**src/common/rp_pkg.sv**
```systemverilog
// Analog path shared definitions
`default_nettype none

package rp_pkg;

  //////////////////////////////
  // Widths and constants
  //////////////////////////////

  localparam int unsigned ADC_DW  = 16;   // ADC sample width
  localparam int unsigned DAC_DW  = 14;   // DAC converter width
  localparam int unsigned SYS_AW  = 20;   // System bus address
  localparam int unsigned SYS_DW  = 32;   // System bus data
  localparam int unsigned PDM_DW  = 8;    // PDM duty setting
  localparam int unsigned PDM_RNG = 256;  // PDM period in cycles

  //////////////////////////////
  // Sample types
  //////////////////////////////

  // Acquisition side
  typedef logic signed [ADC_DW-1:0] adc_sample_t;  // Two's complement sample
  typedef logic        [ADC_DW-1:0] adc_raw_t;     // Raw word, negative slope

  // Generation side
  typedef logic signed [DAC_DW-1:0] dac_sample_t;  // Two's complement sample
  typedef logic signed [DAC_DW:0]   dac_sum_t;     // One guard bit for overflow
  typedef logic        [DAC_DW-1:0] dac_code_t;    // Pin code, negative slope

  typedef logic        [PDM_DW-1:0] pdm_cfg_t;     // Pulse density setting

  //////////////////////////////
  // System bus
  //////////////////////////////

  typedef logic [SYS_AW-1:0] sys_addr_t;
  typedef logic [SYS_DW-1:0] sys_data_t;

  // Request, strobes last one cycle
  typedef struct packed {
    sys_addr_t addr;   // Byte address
    sys_data_t wdata;  // Write data
    logic      wen;    // Write strobe
    logic      ren;    // Read strobe
  } sys_req_t;

  // Response, one cycle after the strobe
  typedef struct packed {
    sys_data_t rdata;  // Read data
    logic      ack;    // Transfer done
    logic      err;    // Unmapped address
  } sys_rsp_t;

  //////////////////////////////
  // Register map
  //////////////////////////////

  localparam sys_addr_t REG_LOOP = 20'h00000;  // Bit 0 digital loopback
  localparam sys_addr_t REG_LED  = 20'h00004;  // LED value, low byte
  localparam sys_addr_t REG_PDM0 = 20'h00010;  // First PDM setting

  // Remaining PDM settings follow REG_PDM0 at word spacing

endpackage

`default_nettype wire

```
**src/analog/adc_frontend.sv**
```systemverilog
// ADC front end
`timescale 1ns/1ps
`default_nettype none

module adc_frontend #(
  parameter int unsigned NUM_CH = 2                      // Number of ADC channels
)(
  input  logic                                adc_clk,     // ADC clock
  input  logic                                rst_n_i,     // Sync reset, active low
  input  rp_pkg::adc_raw_t    [NUM_CH-1:0]    adc_dat_i,   // Raw converter words
  input  logic                                loop_en_i,   // Digital loopback enable
  input  rp_pkg::dac_sample_t [NUM_CH-1:0]    dac_loop_i,  // Saturated DAC samples
  output rp_pkg::adc_sample_t [NUM_CH-1:0]    adc_dat_o    // Converted samples
);

  import rp_pkg::*;

  // Midscale raw code, converts to a zero sample
  localparam adc_raw_t RAW_ZERO = {1'b0, {(ADC_DW-1){1'b1}}};

  adc_raw_t    [NUM_CH-1:0] adc_raw_q;   // Input register
  adc_sample_t [NUM_CH-1:0] adc_conv;    // Two's complement
  adc_sample_t [NUM_CH-1:0] adc_loop;    // Loopback, zero extended

  //////////////////////////////
  // Input register
  //////////////////////////////

  always_ff @(posedge adc_clk)
  begin
    if (!rst_n_i)
      adc_raw_q <= {NUM_CH{RAW_ZERO}};
    else
      adc_raw_q <= adc_dat_i;              // One cycle latency
  end

  //////////////////////////////
  // Conversion and loopback
  //////////////////////////////

  always_comb
  begin
    for (int ch = 0; ch < NUM_CH; ch++)
    begin
      // Sign kept, magnitude bits inverted
      adc_conv[ch] = {adc_raw_q[ch][ADC_DW-1], ~adc_raw_q[ch][ADC_DW-2:0]};
      // DAC sample with zeros on top
      adc_loop[ch] = {{(ADC_DW-DAC_DW){1'b0}}, dac_loop_i[ch]};
      adc_dat_o[ch] = loop_en_i ? adc_loop[ch] : adc_conv[ch];  // Loopback bypasses register
    end
  end

endmodule

`default_nettype wire

```
**src/analog/dac_backend.sv**
```systemverilog
// DAC back end
`timescale 1ns/1ps
`default_nettype none

module dac_backend #(
  parameter int unsigned NUM_CH = 2                      // Number of DAC channels
)(
  input  logic                                adc_clk,     // ADC clock
  input  logic                                rst_n_i,     // Sync reset, active low
  input  rp_pkg::dac_sample_t [NUM_CH-1:0]    asg_dat_i,   // Generator samples
  input  rp_pkg::dac_sample_t [NUM_CH-1:0]    pid_dat_i,   // Controller samples
  output rp_pkg::dac_sample_t [NUM_CH-1:0]    dac_sat_o,   // Saturated sum for loopback
  output rp_pkg::dac_code_t   [NUM_CH-1:0]    dac_dat_o,   // Registered pin code
  output logic                                dac_rst_o    // DAC reset, active high
);

  import rp_pkg::*;

  dac_sum_t    [NUM_CH-1:0] dac_sum;     // Full range sum
  dac_sample_t [NUM_CH-1:0] dac_sat;     // Clipped to DAC range
  dac_code_t   [NUM_CH-1:0] dac_code;    // Negative slope code
  dac_code_t   [NUM_CH-1:0] dac_dat_q;
  logic                     dac_rst_q;

  //////////////////////////////
  // Sum and saturation
  //////////////////////////////

  always_comb
  begin
    for (int ch = 0; ch < NUM_CH; ch++)
    begin
      // Sign extended to the guard bit
      dac_sum[ch] = dac_sum_t'($signed(asg_dat_i[ch])) + dac_sum_t'($signed(pid_dat_i[ch]));

      if (dac_sum[ch][DAC_DW] != dac_sum[ch][DAC_DW-1])  // Top bits differ
        dac_sat[ch] = {dac_sum[ch][DAC_DW], {(DAC_DW-1){~dac_sum[ch][DAC_DW]}}};
      else
        dac_sat[ch] = dac_sum[ch][DAC_DW-1:0];            // In range

      // Sign kept, lower bits inverted
      dac_code[ch] = {dac_sat[ch][DAC_DW-1], ~dac_sat[ch][DAC_DW-2:0]};
    end
  end

  assign dac_sat_o = dac_sat;

  //////////////////////////////
  // DAC reset and output
  //////////////////////////////

  // Held one cycle past the release of rst_n_i
  always_ff @(posedge adc_clk)
  begin
    if (!rst_n_i)
      dac_rst_q <= 1'b1;
    else
      dac_rst_q <= 1'b0;
  end

  always_ff @(posedge adc_clk)
  begin
    if (!rst_n_i || dac_rst_q)
      dac_dat_q <= '0;                    // Pins quiet during DAC reset
    else
      dac_dat_q <= dac_code;
  end

  assign dac_dat_o = dac_dat_q;
  assign dac_rst_o = dac_rst_q;

endmodule

`default_nettype wire

```
**src/logic/pdm_gen.sv**
```systemverilog
// First-order PDM modulators
`timescale 1ns/1ps
`default_nettype none

module pdm_gen #(
  parameter int unsigned NUM_PDM = 4                     // Number of PDM outputs
)(
  input  logic                               adc_clk,  // ADC clock
  input  logic                               rst_n_i,  // Sync reset, active low
  input  rp_pkg::pdm_cfg_t [NUM_PDM-1:0]     cfg_i,    // Duty settings
  output logic             [NUM_PDM-1:0]     pdm_o     // Pulse density outputs
);

  import rp_pkg::*;

  // Accumulator wraps once per period
  localparam int unsigned ACC_W = $clog2(PDM_RNG);

  logic [NUM_PDM-1:0] [ACC_W-1:0] acc_q;     // Phase accumulators
  logic [NUM_PDM-1:0] [ACC_W:0]   acc_sum;   // Carry in the top bit
  logic [NUM_PDM-1:0]             pdm_q;     // Registered carry

  //////////////////////////////
  // Accumulate
  //////////////////////////////

  always_comb
  begin
    for (int i = 0; i < NUM_PDM; i++)
    begin
      acc_sum[i] = {1'b0, acc_q[i]} + (ACC_W+1)'(cfg_i[i]);
    end
  end

  //////////////////////////////
  // State and output
  //////////////////////////////

  // Carry count per period equals the setting
  always_ff @(posedge adc_clk)
  begin
    if (!rst_n_i)
    begin
      acc_q <= '0;
      pdm_q <= '0;                          // Outputs low after reset
    end
    else
    begin
      for (int i = 0; i < NUM_PDM; i++)
      begin
        acc_q[i] <= acc_sum[i][ACC_W-1:0];  // Wrap around
        pdm_q[i] <= acc_sum[i][ACC_W];      // Overflow marks a pulse
      end
    end
  end

  assign pdm_o = pdm_q;

endmodule

`default_nettype wire

```
**src/logic/hk_regs.sv**
```systemverilog
// Housekeeping registers
`timescale 1ns/1ps
`default_nettype none

module hk_regs #(
  parameter int unsigned NUM_PDM = 4                     // Number of PDM settings
)(
  input  logic                               adc_clk,    // ADC clock
  input  logic                               rst_n_i,    // Sync reset, active low
  input  rp_pkg::sys_req_t                   sys_req_i,  // Bus request
  output rp_pkg::sys_rsp_t                   sys_rsp_o,  // Bus response
  output logic                               loop_en_o,  // Digital loopback
  output logic             [8-1:0]           led_o,      // LED value
  output rp_pkg::pdm_cfg_t [NUM_PDM-1:0]     pdm_cfg_o   // PDM settings
);

  import rp_pkg::*;

  localparam int unsigned REG_STRIDE = 4;  // Byte spacing of registers

  // Decode
  logic                   strobe;
  logic                   hit_loop;
  logic                   hit_led;
  logic [NUM_PDM-1:0]     hit_pdm;
  logic                   mapped;
  sys_data_t              rdata_d;

  // Registers
  logic                   loop_q;
  logic [8-1:0]           led_q;
  pdm_cfg_t [NUM_PDM-1:0] pdm_q;
  logic                   ack_q;
  logic                   err_q;
  sys_data_t              rdata_q;

  //////////////////////////////
  // Address decode
  //////////////////////////////

  assign strobe   = sys_req_i.wen | sys_req_i.ren;
  assign hit_loop = (sys_req_i.addr == REG_LOOP);
  assign hit_led  = (sys_req_i.addr == REG_LED);

  always_comb
  begin
    for (int i = 0; i < NUM_PDM; i++)
      hit_pdm[i] = (sys_req_i.addr == REG_PDM0 + sys_addr_t'(REG_STRIDE * i));
  end

  assign mapped = hit_loop | hit_led | (|hit_pdm);

  // Read mux, unmapped reads as zero
  always_comb
  begin
    rdata_d = '0;
    if (hit_loop)
      rdata_d = sys_data_t'(loop_q);
    if (hit_led)
      rdata_d = sys_data_t'(led_q);
    for (int i = 0; i < NUM_PDM; i++)
      if (hit_pdm[i])
        rdata_d = sys_data_t'(pdm_q[i]);
  end

  //////////////////////////////
  // Register writes
  //////////////////////////////

  // Updated on the same edge that raises ack
  always_ff @(posedge adc_clk)
  begin
    if (!rst_n_i)
    begin
      loop_q <= 1'b0;
      led_q  <= '0;
      pdm_q  <= '0;
    end
    else if (sys_req_i.wen)
    begin
      if (hit_loop)
        loop_q <= sys_req_i.wdata[0];
      if (hit_led)
        led_q <= sys_req_i.wdata[8-1:0];
      for (int i = 0; i < NUM_PDM; i++)
        if (hit_pdm[i])
          pdm_q[i] <= sys_req_i.wdata[PDM_DW-1:0];
    end
  end

  //////////////////////////////
  // Bus response
  //////////////////////////////

  always_ff @(posedge adc_clk)
  begin
    if (!rst_n_i)
    begin
      ack_q <= 1'b0;
      err_q <= 1'b0;
    end
    else
    begin
      ack_q <= strobe;                     // Fixed one cycle answer
      err_q <= strobe & ~mapped;
    end
  end

  always_ff @(posedge adc_clk)
  begin
    rdata_q <= sys_req_i.ren ? rdata_d : '0;
  end

  assign sys_rsp_o = '{rdata: rdata_q, ack: ack_q, err: err_q};
  assign loop_en_o = loop_q;
  assign led_o     = led_q;
  assign pdm_cfg_o = pdm_q;

endmodule

`default_nettype wire

```
**src/logic/rp_analog_top.sv**
```systemverilog
// Analog path top level
`timescale 1ns/1ps
`default_nettype none

module rp_analog_top #(
  parameter int unsigned NUM_CH  = 2,                    // ADC and DAC channels
  parameter int unsigned NUM_PDM = 4                     // Auxiliary PDM outputs
)(
  input  logic                                adc_clk,     // ADC clock
  input  logic                                rst_n_i,     // Sync reset, active low
  // ADC
  input  rp_pkg::adc_raw_t    [NUM_CH-1:0]    adc_dat_i,   // Raw converter words
  output rp_pkg::adc_sample_t [NUM_CH-1:0]    adc_dat_o,   // Converted samples
  // Generator and controller
  input  rp_pkg::dac_sample_t [NUM_CH-1:0]    asg_dat_i,
  input  rp_pkg::dac_sample_t [NUM_CH-1:0]    pid_dat_i,
  // DAC
  output rp_pkg::dac_code_t   [NUM_CH-1:0]    dac_dat_o,   // Pin codes
  output logic                                dac_rst_o,   // Active high
  // Housekeeping
  output logic                [NUM_PDM-1:0]   pdm_o,
  output logic                [8-1:0]         led_o,
  // System bus
  input  rp_pkg::sys_req_t                    sys_req_i,
  output rp_pkg::sys_rsp_t                    sys_rsp_o
);

  import rp_pkg::*;

  logic                     digital_loop;  // Loopback from housekeeping
  dac_sample_t [NUM_CH-1:0] dac_sat;       // Saturated DAC samples
  pdm_cfg_t [NUM_PDM-1:0]   pdm_cfg;       // PDM duty settings

  //////////////////////////////
  // ADC front end
  //////////////////////////////

  adc_frontend #(
    .NUM_CH     (NUM_CH)
  ) i_adc_frontend (
    .adc_clk    (adc_clk),
    .rst_n_i    (rst_n_i),
    .adc_dat_i  (adc_dat_i),
    .loop_en_i  (digital_loop),
    .dac_loop_i (dac_sat),
    .adc_dat_o  (adc_dat_o)
  );

  //////////////////////////////
  // DAC back end
  //////////////////////////////

  dac_backend #(
    .NUM_CH    (NUM_CH)
  ) i_dac_backend (
    .adc_clk   (adc_clk),
    .rst_n_i   (rst_n_i),
    .asg_dat_i (asg_dat_i),
    .pid_dat_i (pid_dat_i),
    .dac_sat_o (dac_sat),     // Also feeds loopback
    .dac_dat_o (dac_dat_o),
    .dac_rst_o (dac_rst_o)
  );

  //////////////////////////////
  // PDM and housekeeping
  //////////////////////////////

  pdm_gen #(
    .NUM_PDM (NUM_PDM)
  ) i_pdm_gen (
    .adc_clk (adc_clk),
    .rst_n_i (rst_n_i),
    .cfg_i   (pdm_cfg),
    .pdm_o   (pdm_o)
  );

  hk_regs #(
    .NUM_PDM   (NUM_PDM)
  ) i_hk_regs (
    .adc_clk   (adc_clk),
    .rst_n_i   (rst_n_i),
    .sys_req_i (sys_req_i),
    .sys_rsp_o (sys_rsp_o),
    .loop_en_o (digital_loop),
    .led_o     (led_o),
    .pdm_cfg_o (pdm_cfg)
  );

endmodule

`default_nettype wire

```
**config.mk**
```make
export PLATFORM = sky130hd
export DESIGN_NAME = rp_analog_top
export DESIGN_NICKNAME = d
export VERILOG_FILES = /design/src/common/rp_pkg.sv /design/src/analog/adc_frontend.sv /design/src/analog/dac_backend.sv /design/src/logic/pdm_gen.sv /design/src/logic/hk_regs.sv /design/src/logic/rp_analog_top.sv
export SDC_FILE = /design/constraint.sdc
export NUM_CORES = 1
export LEC_CHECK = 0
export BUFFER_PORTS_ARGS = -buffer_cell sky130_fd_sc_hd__buf_2
export CORE_ASPECT_RATIO = 1.25
export CORE_MARGIN = 1
export CORE_UTILIZATION = 35
export CTS_CLUSTER_DIAMETER = 100
export DETAILED_ROUTE_END_ITERATION = 10
export GPL_TIMING_DRIVEN = 0
export PLACE_DENSITY = 0.65
export SLEW_MARGIN = 20
export SYNTH_ARGS = -nofsm -noshare
export SYNTH_HDL_FRONTEND = slang
export SYNTH_HIERARCHICAL = 1
export SYNTH_SLANG_ARGS = --single-unit
```
**constraint.sdc**
```tcl
create_clock -name adc_clk -period 3.9 [get_ports adc_clk]
set_input_delay 0.975 -clock adc_clk [delete_from_list [all_inputs] [get_ports adc_clk]]
set_output_delay 0.975 -clock adc_clk [all_outputs]
set_load 0.01 [all_outputs]
```
==> impl_metrics.tcl <==
set metrics [dict create \
    htree_levels 4 \
    synth_fa_ha_area_share_pct 13.30 \
    areaGrowthSynthToFinish_pct 33.76 \
    maxCapViolCount 0 \
    rows 63 \
    rsz0062_at_grt "true" \
    setup_ws_ns -0.3869 \
    nets 1467 \
    fin_area_sq_mm 0.01138 \
    cts_hold_buffers 0 \
    synth_cell_types 75 \
    path_max_fanout 6 \
    arrival_ns 3.31 \
    die_w_um 141.4 \
    postRouteAntennaNets 0 \
    final_cell_mix "buf_2 (218), dfxtp_1 (148), a21oi_1 (74), nor2_1 (66), o21ai_0 (61)" \
    wl_mm 27.16 \
    insertion_delay_ns 0.42 \
    hold_slack_ns 0.4868 \
    place_congestion 0.9324 \
    cts_tree "done" \
    setup_viol 26 \
    grt_max_degree 17 \
    p_per_area_mw_per_mm2 382.0 \
    tightestPinTransition_ns 0.7159 \
    avgSynthCellArea_sq_um 8.625 \
    tns_ns -8.208 \
    p_leak_nw 5.039 \
    cp-end-kind "output pin" \
    antenna_found_initial 0 \
    place_ws_ns -0.5297 \
    drtIter0Drc 555 \
    via_per_inst 5.149 \
    routedLengthMet1_mm 10.87 \
    dp.final_hpwl_mm 20.56 \
    diodes 0 \
    cp-start-kind "input port" \
    yosysSeqAreaShare_pct 34.84 \
    yosysTopAreaCell "dfxtp_1" \
    fin_crit_ns 4.287 \
    die_h_um 176.3 \
    postSynthCellCount 986 \
    power.switching_mw 1.214 \
    path_clk_slew_ns 0.06 \
    drive_gt1_share_pct 35.43 \
    synth.top_cell.area_share_pct 34.84 \
    via_count 8213 \
    dp.cells 1536 \
    die_area_sq_mm 0.02493 \
    io_buffers 202 \
    maxSlewHeadroom_pct 51.91 \
    wl_per_cell_um 17.03 \
    grt_usage_pct 21.38 \
    root_buffer "clkbuf_16" \
    cts_made_buffers 17 \
    r2r_start "i_hk_regs/pdm_cfg_o[24]" \
    p_seq_share_pct 36.5 \
    clock_skew_ns 0.008783 \
    route.detailed.drc 0 \
    slew_violations 0 \
    finalHoldViolations 0 \
    clockBufferDepth 2 \
    min_from "i_hk_regs/pdm_cfg_o[24]" \
    synth_top_family_by_area "simple AND/OR/NAND/NOR gates" \
    start_util_pct 35.72 \
    async_flop_share_pct 0 \
    n_fill_cell 2339 \
    synth-seq-cells 148 \
    clock_sinks 148 \
    fin_util_pct 47.79 \
    grt_first_pass_wirelength_mm 40.92 \
    yosys.area_share.simple_pct 21.64 \
    grt_pass1_vias 7714 \
    muxShareOfSynthArea_pct 3.340 \
    met3_wirelength_mm 1.783 \
    pwr-share-clk_pct 41.0 \
    highest_layer "met4" \
    ys_warn_count 6 \
    crit_start "asg_dat_i[4]" \
    synth_ff_type "dfxtp_1" \
    p_int_mw 3.132 \
    top_level_ports 251 \
    synthTopCellsByArea "dfxtp_1 (35%), ha_1 (8.8%), a21oi_1 (4.7%)" \
    wl_met2_mm 13.78 \
    synth_area_sq_mm 0.008504 \
    crit_type "in2out" \
    synth_edf_count 0 \
    placed_area_sq_mm 0.01022 \
    instances_no_fill 1595 \
    total_power_mw 4.346 \
    swShare_pct 27.93 \
    clock.fmax_mhz 233.3 \
    final.period_utilization_pct 109.9 \
    crit_required_ns 2.92 \
    core_area_sq_mm 0.02381 \
    final_common_cell "buf_2" \
    synth-compound-area-share_pct 17.39 \
    min_path_type "reg2reg" \
    grt-ovfl-total 0 \
    outcome "complete, but fails checks" \
    p_comb_share_pct 22.4 \
    ir_drop_mv 0.2826 \
    yosys.area_share.xor_xnor_pct 2.678 \
    dr.pass1.iters 5 \
    violations "setup timing" \
]
routing by layer:
| metal | vias up | global-route usage [%] |
|---|---|---|
| li1 | 4010 | - |
| met1 | 3846 | 24.73 |
| met2 | 317 | 38.57 |
| met3 | 40 | 4.502 |
| met4 | 0 | 7.751 |
| met5 | - | 0 |
power by group through the flow:
stage / Combinational [mW] / Sequential, mW / Clock (mW)
floorplan: 0.528 / 1.63 / 0
global placement: 0.789 / 1.62 / 0
detailed placement: 0.793 / 1.62 / 0
CTS: 0.890 / 1.59 / 1.83
global route: 1.05 / 1.59 / 1.89
finish: 0.976 / 1.59 / 1.78
path summary, 6_finish.rpt:
path                              to  slack (ns)  cells after the start
max                     adc_dat_o[9]       -0.39                     12
min          i_hk_regs/pdm_cfg_o[24]        0.49                      2
max reg2reg      i_pdm_gen/acc_q[30]        1.96                      7
min reg2reg  i_hk_regs/pdm_cfg_o[24]        0.49                      2
cells in the mapped netlist, types with 15 or more instances:
| master | instances |
|---|---|
| nor2_1 | 66 |
| buf_4 | 31 |
| mux2i_1 | 25 |
| clkbuf_1 | 15 |
| nand2_1 | 74 |
| inv_1 | 28 |
| nand2b_1 | 44 |
| ha_1 | 60 |
| nor3_1 | 15 |
| maj3_2 | 16 |
| nand3_1 | 39 |
| buf_2 | 26 |
| a21oi_1 | 80 |
| xnor2_1 | 15 |
| dfxtp_1 | 148 |
| o21ai_0 | 80 |
registers in the layout, indices dropped and copies added, names as in the netlist:
name	count
i_hk_regs/rdata_q	8
i_pdm_gen/pdm_o	4
i_hk_regs/ack_q	1
i_dac_backend/dac_rst_o	1
i_hk_regs/loop_en_o	1
i_hk_regs/err_q	1
i_pdm_gen/acc_q	32
i_dac_backend/dac_dat_o	28
i_adc_frontend/adc_raw_q	30
i_adc_frontend/adc_conv	2
i_hk_regs/led_o	8
i_hk_regs/pdm_cfg_o	32
timing repair:
action                                  4_1_cts  5_1_grt
gates resized for setup                      51       22
buffers inserted                             14       11
pin swaps                                    21       25
endpoints found under the setup margin       28       28
cloned                                        1        2
logic make-up after synthesis:
kind of cell	after synthesis
AOI/OAI and AO/OA	248
and+or+nand+nor	338
xor gates and xnor gates	26
DFF	148
other	1
adders and majority gates	90
buffers and inverters	107
muxes	28
critical path, stage by stage:
cell and delay (ns):
buf_6 0.10, ha_4 0.24, and2_4 0.15, a221oi_4 0.31
a21oi_4 0.12, o211a_1 0.23, or3_4 0.40, clkbuf_16 0.19
maj3_2 0.30, nand2_1 0.07, o21ai_2 0.06, buf_2 0.15
cell type report:
type | count | area [sq um] | area share (%)
Clock buffer | 18 | 429.2 | 3.773
Sequential cell | 148 | 2963 | 26.04
Timing Repair Buffer | 230 | 1313 | 11.54
Buffer | 76 | 494.2 | 4.344
Inverter | 30 | 112.6 | 0.9899
Tap cell | 325 | 406.6 | 3.575
Multi-Input combinational cell | 754 | 5459 | 47.99
Clock inverter | 14 | 198.9 | 1.749
No activity file was read; power rests on OpenSTA's default activity.
